<file path="src/hdl/alu_pkg.sv">
package alu_pkg;

   localparam int ALU_DATA_WIDTH = 16;   // operand width used by the top level

   // sequencer states, the encodings match the 3-bit state field
   typedef enum logic [2:0] {
      SM_IDLE    = 3'd0,
      SM_SIGN_B  = 3'd1,                  // negate the second operand
      SM_SIGN_Q  = 3'd2,                  // negate the result
      SM_MUL     = 3'd3,
      SM_DIV_R   = 3'd4,                  // shift the next dividend bit into r
      SM_DIV_CMP = 3'd5,                  // trial subtract
      SM_DIV_CNT = 3'd6                   // bit counter
   } alu_state_t;

endpackage

</file>
<file path="src/hdl/adder.sv">
`timescale 1ns/1ps
module adder #(
   parameter int DATA_WIDTH = alu_pkg::ALU_DATA_WIDTH
) (
   input  logic signed [DATA_WIDTH-1:0] i_a,
   input  logic signed [DATA_WIDTH-1:0] i_b,
   output logic signed [DATA_WIDTH-1:0] o_q,
   output logic                         o_ovf
);

   logic same_sign;

   assign same_sign = (i_a[DATA_WIDTH-1] == i_b[DATA_WIDTH-1]);

   assign o_q   = i_a + i_b;                                       // wraps at N bits
   assign o_ovf = same_sign & (o_q[DATA_WIDTH-1] != i_a[DATA_WIDTH-1]);   // sign flipped

endmodule

</file>
<file path="src/hdl/sequential_alu.sv">
`timescale 1ns/1ps
module sequential_alu #(
   parameter int DATA_WIDTH = alu_pkg::ALU_DATA_WIDTH
) (
   input  logic                         i_clk,
   input  logic                         i_nrst,
   input  logic signed [DATA_WIDTH-1:0] i_a,
   input  logic signed [DATA_WIDTH-1:0] i_b,
   input  logic                         i_add,
   input  logic                         i_sub,
   input  logic                         i_mul,
   input  logic                         i_div,
   output logic signed [DATA_WIDTH-1:0] o_q,
   output logic                         o_ovf,
   output logic                         o_zero,
   output logic                         o_accept
);

   import alu_pkg::*;

   localparam int                       CNT_WIDTH = $clog2(DATA_WIDTH);
   localparam logic [CNT_WIDTH-1:0]     CNT_LAST  = CNT_WIDTH'(DATA_WIDTH - 1);
   localparam logic signed [DATA_WIDTH-1:0] ONE   = DATA_WIDTH'(1);

   alu_state_t                   state;
   logic [DATA_WIDTH-1:0]        a;            // first magnitude, shifted during the loop
   logic [DATA_WIDTH-1:0]        b;            // second magnitude
   logic [DATA_WIDTH-1:0]        r;            // partial remainder
   logic [CNT_WIDTH-1:0]         cnt;          // divide bit counter
   logic                         neg_q;        // result sign, captured at setup
   logic                         op_mul;       // multiply or divide after SM_SIGN_B

   logic                         a_neg;
   logic                         b_neg;
   logic                         b_min;
   logic                         b_zero;
   logic                         a_rest_zero;
   logic                         diff_pos;
   logic signed [DATA_WIDTH-1:0] adder_a;
   logic signed [DATA_WIDTH-1:0] adder_b;
   logic signed [DATA_WIDTH-1:0] adder_q;
   logic                         adder_ovf;

   assign a_neg       = i_a[DATA_WIDTH-1];
   assign b_neg       = i_b[DATA_WIDTH-1];
   assign b_min       = b_neg & ~|i_b[DATA_WIDTH-2:0];
   assign b_zero      = ~|i_b;
   assign a_rest_zero = ~|a[DATA_WIDTH-1:1];   // last multiplier bit reached
   // r - b is formed as ~(~r + b), so a negative raw sum means r >= b
   assign diff_pos    = adder_q[DATA_WIDTH-1];

   // adder input steering, negation is ~x + 1 through the same adder
   always_comb begin
      adder_a = o_q;                           // SM_MUL accumulates o_q + b
      adder_b = b;
      case (state)
         SM_IDLE: begin
            if (i_add) begin
               adder_a = i_a;
               adder_b = i_b;
            end else if (i_sub) begin
               adder_a = ~i_a;                 // a - b = ~(~a + b)
               adder_b = i_b;
            end else if (a_neg) begin
               adder_a = ~i_a;                 // |a|
               adder_b = ONE;
            end else begin
               adder_a = ONE;                  // |b| when only b is negative
               adder_b = ~i_b;
            end
         end
         SM_SIGN_B: begin
            adder_a = ONE;
            adder_b = ~b;
         end
         SM_SIGN_Q: begin
            adder_a = ~o_q;
            adder_b = ONE;
         end
         SM_DIV_CMP: begin
            adder_a = ~r;
            adder_b = b;
         end
         SM_DIV_CNT: begin
            adder_a = DATA_WIDTH'(cnt);
            adder_b = ONE;
         end
         default: ;
      endcase
   end

   adder #(
      .DATA_WIDTH (DATA_WIDTH)
   ) adder_i (
      .i_a   (adder_a),
      .i_b   (adder_b),
      .o_q   (adder_q),
      .o_ovf (adder_ovf)
   );

   // sequencer and result registers
   always_ff @(posedge i_clk or negedge i_nrst) begin
      if (!i_nrst) begin
         state    <= SM_IDLE;
         cnt      <= '0;
         neg_q    <= 1'b0;
         op_mul   <= 1'b0;
         o_q      <= '0;
         o_ovf    <= 1'b0;
         o_zero   <= 1'b0;
         o_accept <= 1'b0;
      end else begin
         o_accept <= 1'b0;
         o_ovf    <= 1'b0;
         o_zero   <= 1'b0;
         case (state)
            SM_IDLE: begin
               if (i_add) begin
                  o_q      <= adder_q;
                  o_ovf    <= adder_ovf;
                  o_accept <= 1'b1;
               end else if (i_sub) begin
                  o_q      <= ~adder_q;
                  o_ovf    <= adder_ovf | b_min;   // -b does not fit for the most negative b
                  o_accept <= 1'b1;
               end else if (i_mul | i_div) begin
                  o_q    <= '0;
                  neg_q  <= a_neg ^ b_neg;
                  op_mul <= i_mul;
                  if (!i_mul && b_zero) begin      // divide by zero
                     o_ovf    <= 1'b1;
                     o_zero   <= 1'b1;
                     o_accept <= 1'b1;
                  end else if ((a_neg | b_neg) && adder_ovf) begin   // most negative operand
                     o_ovf    <= 1'b1;
                     o_accept <= 1'b1;
                  end else if (a_neg && b_neg) begin
                     state <= SM_SIGN_B;
                  end else begin
                     state <= i_mul ? SM_MUL : SM_DIV_R;
                  end
               end
            end
            SM_SIGN_B: begin
               if (adder_ovf) begin
                  o_ovf    <= 1'b1;
                  o_accept <= 1'b1;
                  state    <= SM_IDLE;
               end else begin
                  state <= op_mul ? SM_MUL : SM_DIV_R;
               end
            end
            SM_SIGN_Q: begin
               o_q      <= adder_q;
               o_accept <= 1'b1;
               state    <= SM_IDLE;
            end
            SM_MUL: begin
               // b reaching the sign bit while a still has bits left means product >= 2^(N-1)
               if (b[DATA_WIDTH-1] || (a[0] && adder_ovf)) begin
                  o_ovf    <= 1'b1;
                  o_accept <= 1'b1;
                  state    <= SM_IDLE;
               end else begin
                  if (a[0])
                     o_q <= adder_q;
                  if (a_rest_zero) begin
                     if (neg_q) begin
                        state <= SM_SIGN_Q;
                     end else begin
                        o_accept <= 1'b1;
                        state    <= SM_IDLE;
                     end
                  end
               end
            end
            SM_DIV_R: begin
               state <= SM_DIV_CMP;
            end
            SM_DIV_CMP: begin
               o_q   <= {o_q[DATA_WIDTH-2:0], diff_pos};   // quotient bit in from the right
               state <= SM_DIV_CNT;
            end
            SM_DIV_CNT: begin
               if (cnt == CNT_LAST) begin
                  cnt <= '0;
                  if (neg_q) begin
                     state <= SM_SIGN_Q;
                  end else begin
                     o_accept <= 1'b1;
                     state    <= SM_IDLE;
                  end
               end else begin
                  cnt   <= adder_q[CNT_WIDTH-1:0];
                  state <= SM_DIV_R;
               end
            end
            default: state <= SM_IDLE;
         endcase
      end
   end

   // operand and remainder registers
   always_ff @(posedge i_clk) begin
      case (state)
         SM_IDLE: begin
            a <= a_neg ? adder_q : i_a;             // meaningful only after a mul or div strobe
            b <= (b_neg && !a_neg) ? adder_q : i_b;
            r <= '0;
         end
         SM_SIGN_B: begin
            b <= adder_q;
         end
         SM_MUL: begin
            a <= a >> 1;
            b <= b << 1;
         end
         SM_DIV_R: begin
            r <= {r[DATA_WIDTH-2:0], a[DATA_WIDTH-1]};
            a <= a << 1;
         end
         SM_DIV_CMP: begin
            if (diff_pos)
               r <= ~adder_q;                       // keep r - b
         end
         default: ;
      endcase
   end

endmodule

</file>
<file path="src/hdl/alu_top.sv">
`timescale 1ns/1ps
module alu_top #(
   parameter int DATA_WIDTH = alu_pkg::ALU_DATA_WIDTH
) (
   input  logic                         i_clk,
   input  logic                         i_nrst,
   input  logic signed [DATA_WIDTH-1:0] i_a,
   input  logic signed [DATA_WIDTH-1:0] i_b,
   input  logic                         i_add,
   input  logic                         i_sub,
   input  logic                         i_mul,
   input  logic                         i_div,
   output logic signed [DATA_WIDTH-1:0] o_q,
   output logic                         o_ovf,
   output logic                         o_zero,
   output logic                         o_accept
);

   // single arithmetic unit, width set here for the whole tree
   sequential_alu #(
      .DATA_WIDTH (DATA_WIDTH)
   ) sequential_alu_i (
      .i_clk    (i_clk),
      .i_nrst   (i_nrst),
      .i_a      (i_a),
      .i_b      (i_b),
      .i_add    (i_add),
      .i_sub    (i_sub),
      .i_mul    (i_mul),
      .i_div    (i_div),
      .o_q      (o_q),
      .o_ovf    (o_ovf),
      .o_zero   (o_zero),
      .o_accept (o_accept)
   );

endmodule

</file>
<file path="config.mk">
export PLATFORM = sky130hd
export DESIGN_NAME = alu_top
export DESIGN_NICKNAME = d
export VERILOG_FILES = /design/src/hdl/alu_pkg.sv /design/src/hdl/adder.sv /design/src/hdl/sequential_alu.sv /design/src/hdl/alu_top.sv
export SDC_FILE = /design/constraint.sdc
export NUM_CORES = 1
export LEC_CHECK = 0
export ABC_AREA = 1
export BUFFER_PORTS_ARGS = -buffer_cell sky130_fd_sc_hd__buf_2
export CORE_MARGIN = 4
export CORE_UTILIZATION = 55
export CTS_CLUSTER_DIAMETER = 40
export DETAILED_ROUTE_END_ITERATION = 12
export MAX_ROUTING_LAYER = met4
export PLACE_DENSITY = 0.74
export SETUP_SLACK_MARGIN = 0.5
export SLEW_MARGIN = 0
export SYNTH_ARGS = -nofsm -noshare
export SYNTH_HDL_FRONTEND = slang
export SYNTH_SLANG_ARGS = --single-unit
</file>
<file path="constraint.sdc">
create_clock -name i_clk -period 4.3 [get_ports i_clk]
set_input_delay 0.215 -clock i_clk [delete_from_list [all_inputs] [get_ports i_clk]]
set_output_delay 0.215 -clock i_clk [all_outputs]
set_load 0.01 [all_outputs]
</file>
# Yosys cells after proc, flatten, opt, wreduce, memory -nomap -nowiden
# Cells that the tools add are included.
# W data, S select, Z words.
dict set report word_totals {
  output_inout_bits 19
  ff_bits 76
  inputBits 38
}
dict set report classes {
  bitwise 14
  eq_ne 19
  reduce_logical 23
  mux 55
  n_addsub 1
}
# op n
set ops {}
lappend ops {{$mux W16} 14}
lappend ops {{$pmux W16 S3} 4}
lappend ops {{$not A16 Y16} 6}
lappend ops {{$pmux W16 S5} 1}
lappend ops {{$pmux W16 S4} 1}
lappend ops {{$mux W3} 12}
lappend ops {{$reduce_or A15 Y1} 2}
lappend ops {{$mux W1} 18}
lappend ops {{$pmux W3 S6} 1}
lappend ops {{$add A16 B16 Y16} 1}
lappend ops {{$reduce_or A16 Y1} 1}
lappend ops {{$ne A2 B2 Y1 const B} 6}
lappend ops {{$eq A3 B3 Y1 const B} 3}
lappend ops {{$reduce_bool A3 Y1} 3}
lappend ops {{$reduce_and A4 Y1} 2}
lappend ops {{$eq A3 B2 Y1 const B} 2}
lappend ops {{$reduce_and A6 Y1} 1}
lappend ops {{$logic_and A1 B1 Y1} 5}
lappend ops {{$pmux W1 S5} 1}
lappend ops {{$eq A4 B4 Y1 const B} 1}
lappend ops {{$logic_not A1 Y1} 4}
lappend ops {{$mux W4} 1}
lappend ops {{$ne A2 B1 Y1 const B} 2}
lappend ops {{$ne A4 B3 Y1 const B} 1}
lappend ops {{15 further kinds} 19}

# Depth between registers and ports, before layout
dict set report depth {
  depth_word 15
  depth_mapped 26
}

# Modules after synthesis
# A second synthesis with hierarchy kept.
dict set report hier_totals {
  hier_cells 911
  hier_area_um2 6269.8
}
# module seq_area_each_um2 area_each_um2 n_inst cells_per_inst
set by_module_without_submodules {}
lappend by_module_without_submodules {sequential_alu 2142.1 5321.4 1 729}
lappend by_module_without_submodules {adder 0.0 948.4 1 182}

# Worst setup path after synthesis
# OpenSTA, ideal clock, no wires.
dict set report synth_timing {
  kind {register to register}
  start {register sequential_alu_i.state[0]}
  end {register sequential_alu_i.r[0], enable pin}
  setup_slack_ps 500
  setup_time_ps 372
  path_stages_with_launch 19
  period_less_slack_ps 3800
  arrival_time_ps 3428
  path_buffers 2
  required_ps 3928
  path_cell_list {dfrtp_1 inv_1 ha_1 nand2_4 clkbuf_1 nor2_1 clkbuf_1 nand3_1 a31oi_1 ha_1 nand3_1 nand2_1 nand2_1 nand2_1 a21oi_1 nand3_1 nand2_1 nand2_1 nand2_1}
}
dict set report synth_via {
  elab_chain_cells 6
}
# element line_no
set synth_lines {}
lappend synth_lines {{from (decl)} sequential_alu.sv:25} ;# alu_state_t state;
lappend synth_lines {{from (signal assigned)} sequential_alu.sv:140} ;# state <= i_mul ? SM_MUL : SM_DIV_R;
lappend synth_lines {{from (signal assigned)} sequential_alu.sv:150} ;# state <= op_mul ? SM_MUL : SM_DIV_R;
lappend synth_lines {{$eq A3 B2 Y1 or $eq A3 B3 Y1 (tied branches)} sequential_alu.sv:56} ;# case (state)
lappend synth_lines {{$reduce_or A2 Y1 (no source line)} -}
lappend synth_lines {{$pmux W16 S3} sequential_alu.sv:56}
lappend synth_lines {{$add A16 B16 Y16} adder.sv:15} ;# assign o_q = i_a + i_b;
lappend synth_lines {{$ne A2 B2 Y1 (no source line)} -}
lappend synth_lines {{$reduce_and A2 Y1 (no source line) *} -}
lappend synth_lines {{to (signal assigned)} sequential_alu.sv:219} ;# r <= {r[DATA_WIDTH-2:0], a[DATA_WIDTH-1]};
lappend synth_lines {{to (signal assigned)} sequential_alu.sv:224} ;# r <= ~adder_q;
lappend synth_lines {{to (decl)} sequential_alu.sv:28} ;# logic [DATA_WIDTH-1:0] r;
# Every way passes the cells marked *; elsewhere a longest branch is shown, timed or not.
# A chain may end at the register's enable or synchronous reset.

# Worst setup path in the final report
dict set report layout_timing {
  start {register sequential_alu_i.state[0]}
  end {register sequential_alu_i.a[8], data pin}
}
dict set report layout_via {
  elab_chain_cells 6
}
# element line_no
set layout_lines {}
lappend layout_lines {{$eq A3 B2 Y1 or $eq A3 B3 Y1 (tied branches)} sequential_alu.sv:56}
lappend layout_lines {{$reduce_or A2 Y1 (no source line)} -}
lappend layout_lines {{$pmux W16 S3} sequential_alu.sv:56}
lappend layout_lines {{$add A16 B16 Y16} adder.sv:15}
lappend layout_lines {{$mux W16} sequential_alu.sv:207} ;# a <= a_neg ? adder_q : i_a;
lappend layout_lines {{$pmux W16 S3 *} sequential_alu.sv:205} ;# case (state)
lappend layout_lines {{to (signal assigned)} sequential_alu.sv:207}
lappend layout_lines {{to (signal assigned)} sequential_alu.sv:215} ;# a <= a >> 1;
lappend layout_lines {{to (signal assigned)} sequential_alu.sv:220} ;# a <= a << 1;
lappend layout_lines {{to (decl)} sequential_alu.sv:26} ;# logic [DATA_WIDTH-1:0] a;
# Marked as above.

==> flow_summary.toml <==
[yosys]
synthCells = 947
avgSynthCellArea_sq_um = 6.870
synth_nets = 1010
synth_edf_count = 48
syn-cell-area_sq_mm = 0.006506
synth_flop_cell = "edfxtp_1"
ys_ff_latch = 76
synth_cell_type_count = 48
yosysWarningCount = 0
synthArstFlopShare_pct = 36.84
yosysSeqAreaShare_pct = 32.92

[placed_design]
gp_congestion = 1.028
hpwl_mm = 17.50
dp.cells = 1131
io_buffers = 56

[sta]
drv_slew = 0
max_freq_ghz = 0.2768
fin_crit_sh_pct = 84.03
min_period_ns = 3.613
worstMarginPinSlew_ns = 0.7695
finalClockSkew_ns = 0.007754
setup_viol = 0
relSlewSlack_pct = 48.51
tns_ns = 0
rsz0062_at_grt = "yes"
hold_ws_ns = 0.2213
hold_viol = 0

[clock_tree]
htreeDepth = 3
clk_pin_slew_worst_paths_ns = 0.06
clockBufferDepth = 2
cts_tree = "done"
clkSinkCount = 76
cts_buffers = 9
cts-root-buf = "clkbuf_16"
clock_latency_ns = 0.35

[drt]
post_drt_wl_per_cell_microns = 20.05
totalWireLength_mm = 23.10
route.vias.total = 7153
avgViaCountPerCell = 6.209
ant_nets = 0
drtIter0Drc = 1090
first_pass_iters = 6
route.detailed.drc = 0

[worst_setup_path]
critPathTopFamily = "adder cells"
crit_type = "register to register"
crit_path_max_incr_delay_ns = 0.45
worstSetupStartpointType = "register"
critPathCaptureType = "register"
cp.required_ns = 4.38
cp_slowest_cell = "dfrtp_2"
crit_chain = "inv_2 -> ha_2 -> inv_1 -> nand2_8 -> nor2_1 -> a31oi_1 -> ha_1 -> fa_1 -> nand3_1 -> nand2_1 -> a21boi_2 -> inv_1 -> nand2_1 -> nand2_1 -> nand2_1 -> nand2_1 -> o21ai_1 -> o221ai_1"
crit_buf_inv = 3
worstPathArrival_ns = 3.70
critPathMaxFanout = 12
cpMostUsedCell = "nand2_1"

[grt]
grt_pass1_vias = 6471
grt_overflow = 0
grt_max_degree = 29
grt_pass1_wl_mm = 35.58
antenna_found_initial = 0
grt_use_total_pct = 35.62

[flow_run]
cap_violations = 0

[worst_hold_path]
min_path_type = "primary input to register"

[floorplan]
io-pin-count = 57
core_area_sq_mm = 0.01152
rows = 39
die_h_microns = 116.8
start_util_pct = 56.50
chipWidth_microns = 116.8
die_area_sq_mm = 0.01363

[cells_and_area]
final_cell_count_no_fill = 1152
layout.nets = 1067
area_growth_pct = 15.04
antenna_cells = 0
final_layout_size_suffix_gt1_share_pct = 16.45
n_fill_cell = 1064

[run_status]
status = "completed"
==> layout by cell type, fill, tap and decap left out, types with 7 or more instances in the layout <==
cell type | synthesis | final
clkbuf_16 | 0 | 9
dfrtp_1 | 28 | 26
nor2_1 | 88 | 87
buf_2 | 1 | 56
inv_1 | 117 | 114
a31oi_1 | 8 | 7
inv_2 | 5 | 8
o211ai_1 | 13 | 13
nand2_2 | 7 | 12
o21ai_0 | 84 | 80
nand2_1 | 232 | 225
ha_1 | 24 | 22
nand4_1 | 11 | 11
nand3_1 | 54 | 54
xnor2_1 | 11 | 10
edfxtp_1 | 48 | 48
buf_4 | 1 | 30
a21oi_2 | 1 | 12
o221ai_1 | 23 | 23
a21oi_1 | 84 | 73
o22ai_1 | 15 | 15
==> worst paths after layout <==
| check | slack, ns | cells after the start | from | to |
|---|---|---|---|---|
| setup reg to reg | 0.69 | 18 | sequential_alu_i.state[0] | sequential_alu_i.a[8] |
| hold / removal | 0.22 | 3 | i_a[3] | sequential_alu_i.a[3] |
| setup / recovery | 0.69 | 18 | sequential_alu_i.state[0] | sequential_alu_i.a[8] |
| hold reg to reg | 0.50 | 2 | sequential_alu_i.op_mul | sequential_alu_i.op_mul |
| max in group asynchronous | 3.38 | 2 | i_nrst | sequential_alu_i.state[0] |
| min in group asynchronous | 0.44 | 2 | i_nrst | sequential_alu_i.state[2] |
==> repair_timing <==
item / CTS / global route
resized for setup: 5 / 38
gates cloned: 0 / 1
endpoints found under the setup margin: 38 / 68
setup buffers: 0 / 3
hold buffers: 1 / 0
pin swaps: 0 / 5
hold endpoints to repair: 28 / 0
==> synthesized netlist by cell type, types with 8 or more instances <==
cell,instances,area share [%]
o221ai_1,23,3.1
clkbuf_1,33,1.9
xnor2_1,11,1.5
o21ai_0,84,6.5
o211ai_1,13,1.5
nand4_1,11,1.1
inv_1,117,6.7
a21oi_1,84,6.5
o22ai_1,15,1.4
nor2_1,88,5.1
ha_1,24,4.6
nand2_1,232,13
edfxtp_1,48,22
dfrtp_1,28,11
a31oi_1,8,0.77
nand3_1,54,4.2
==> cells by family after synthesis <==
kind of cell	synth area share [%]
xor+xnor	1.750
compound gates	22.50
buf+inv	10.40
fa+ha+maj	4.923
mux	0.1731
flops	32.92
simple gates	27.33
==> layer usage <==
layer  GRT usage [%]  wire (microns)  vias to the layer above
met5               -               0                        -
met4           17.20            1238                        0
li1                -               -                     3339
met3           8.601            2535                       79
met1           47.79            9338                     3277
met2           50.36            9982                      458
==> registers in the layout, summed over array words and instances, names as in the netlist <==
name / cells
sequential_alu_i.r: 16
sequential_alu_i.state: 3
sequential_alu_i.a: 16
sequential_alu_i.op_mul: 1
sequential_alu_i.o_zero: 1
sequential_alu_i.cnt: 4
sequential_alu_i.o_accept: 1
sequential_alu_i.o_q: 16
sequential_alu_i.o_ovf: 1
sequential_alu_i.neg_q: 1
sequential_alu_i.b: 16
==> per-stage QoR <==
step,worst slack [ns],utilization (%),cell area [sq um]
global route,0.4856,64.99,7485
finish,0.6869,64.99,7485
detailed placement,0.3608,60.75,6995
global placement,0.3507,60.75,6995
CTS,0.5019,63.58,7322
floorplan,0.5000,-,6506
==> final cells by class <==
| type | instances | area, sq um | share of cell area, % |
|---|---|---|---|
| timing repair buffer | 89 | 546.8 | 7.305 |
| inverter | 125 | 479.2 | 6.403 |
| tap | 143 | 178.9 | 2.391 |
| clock buffer | 10 | 239.0 | 3.193 |
| clock inverter | 6 | 63.81 | 0.8526 |
| sequential | 76 | 2145 | 28.65 |
| multi-input combinational | 703 | 3832 | 51.20 |
==> worst reg2reg max path, stage by stage, from the launching register on <==
cell and delay (ns):
dfrtp_2 0.45, inv_2 0.10, ha_2 0.27, inv_1 0.23, nand2_8 0.12, nor2_1 0.12
a31oi_1 0.06, ha_1 0.25, fa_1 0.45, nand3_1 0.11, nand2_1 0.14, a21boi_2 0.19
inv_1 0.09, nand2_1 0.09, nand2_1 0.06, nand2_1 0.07, nand2_1 0.17, o21ai_1 0.23
o221ai_1 0.14
Power is not shown: default switching activity piles up to over one toggle a cycle in this logic, so the estimate is an artifact.
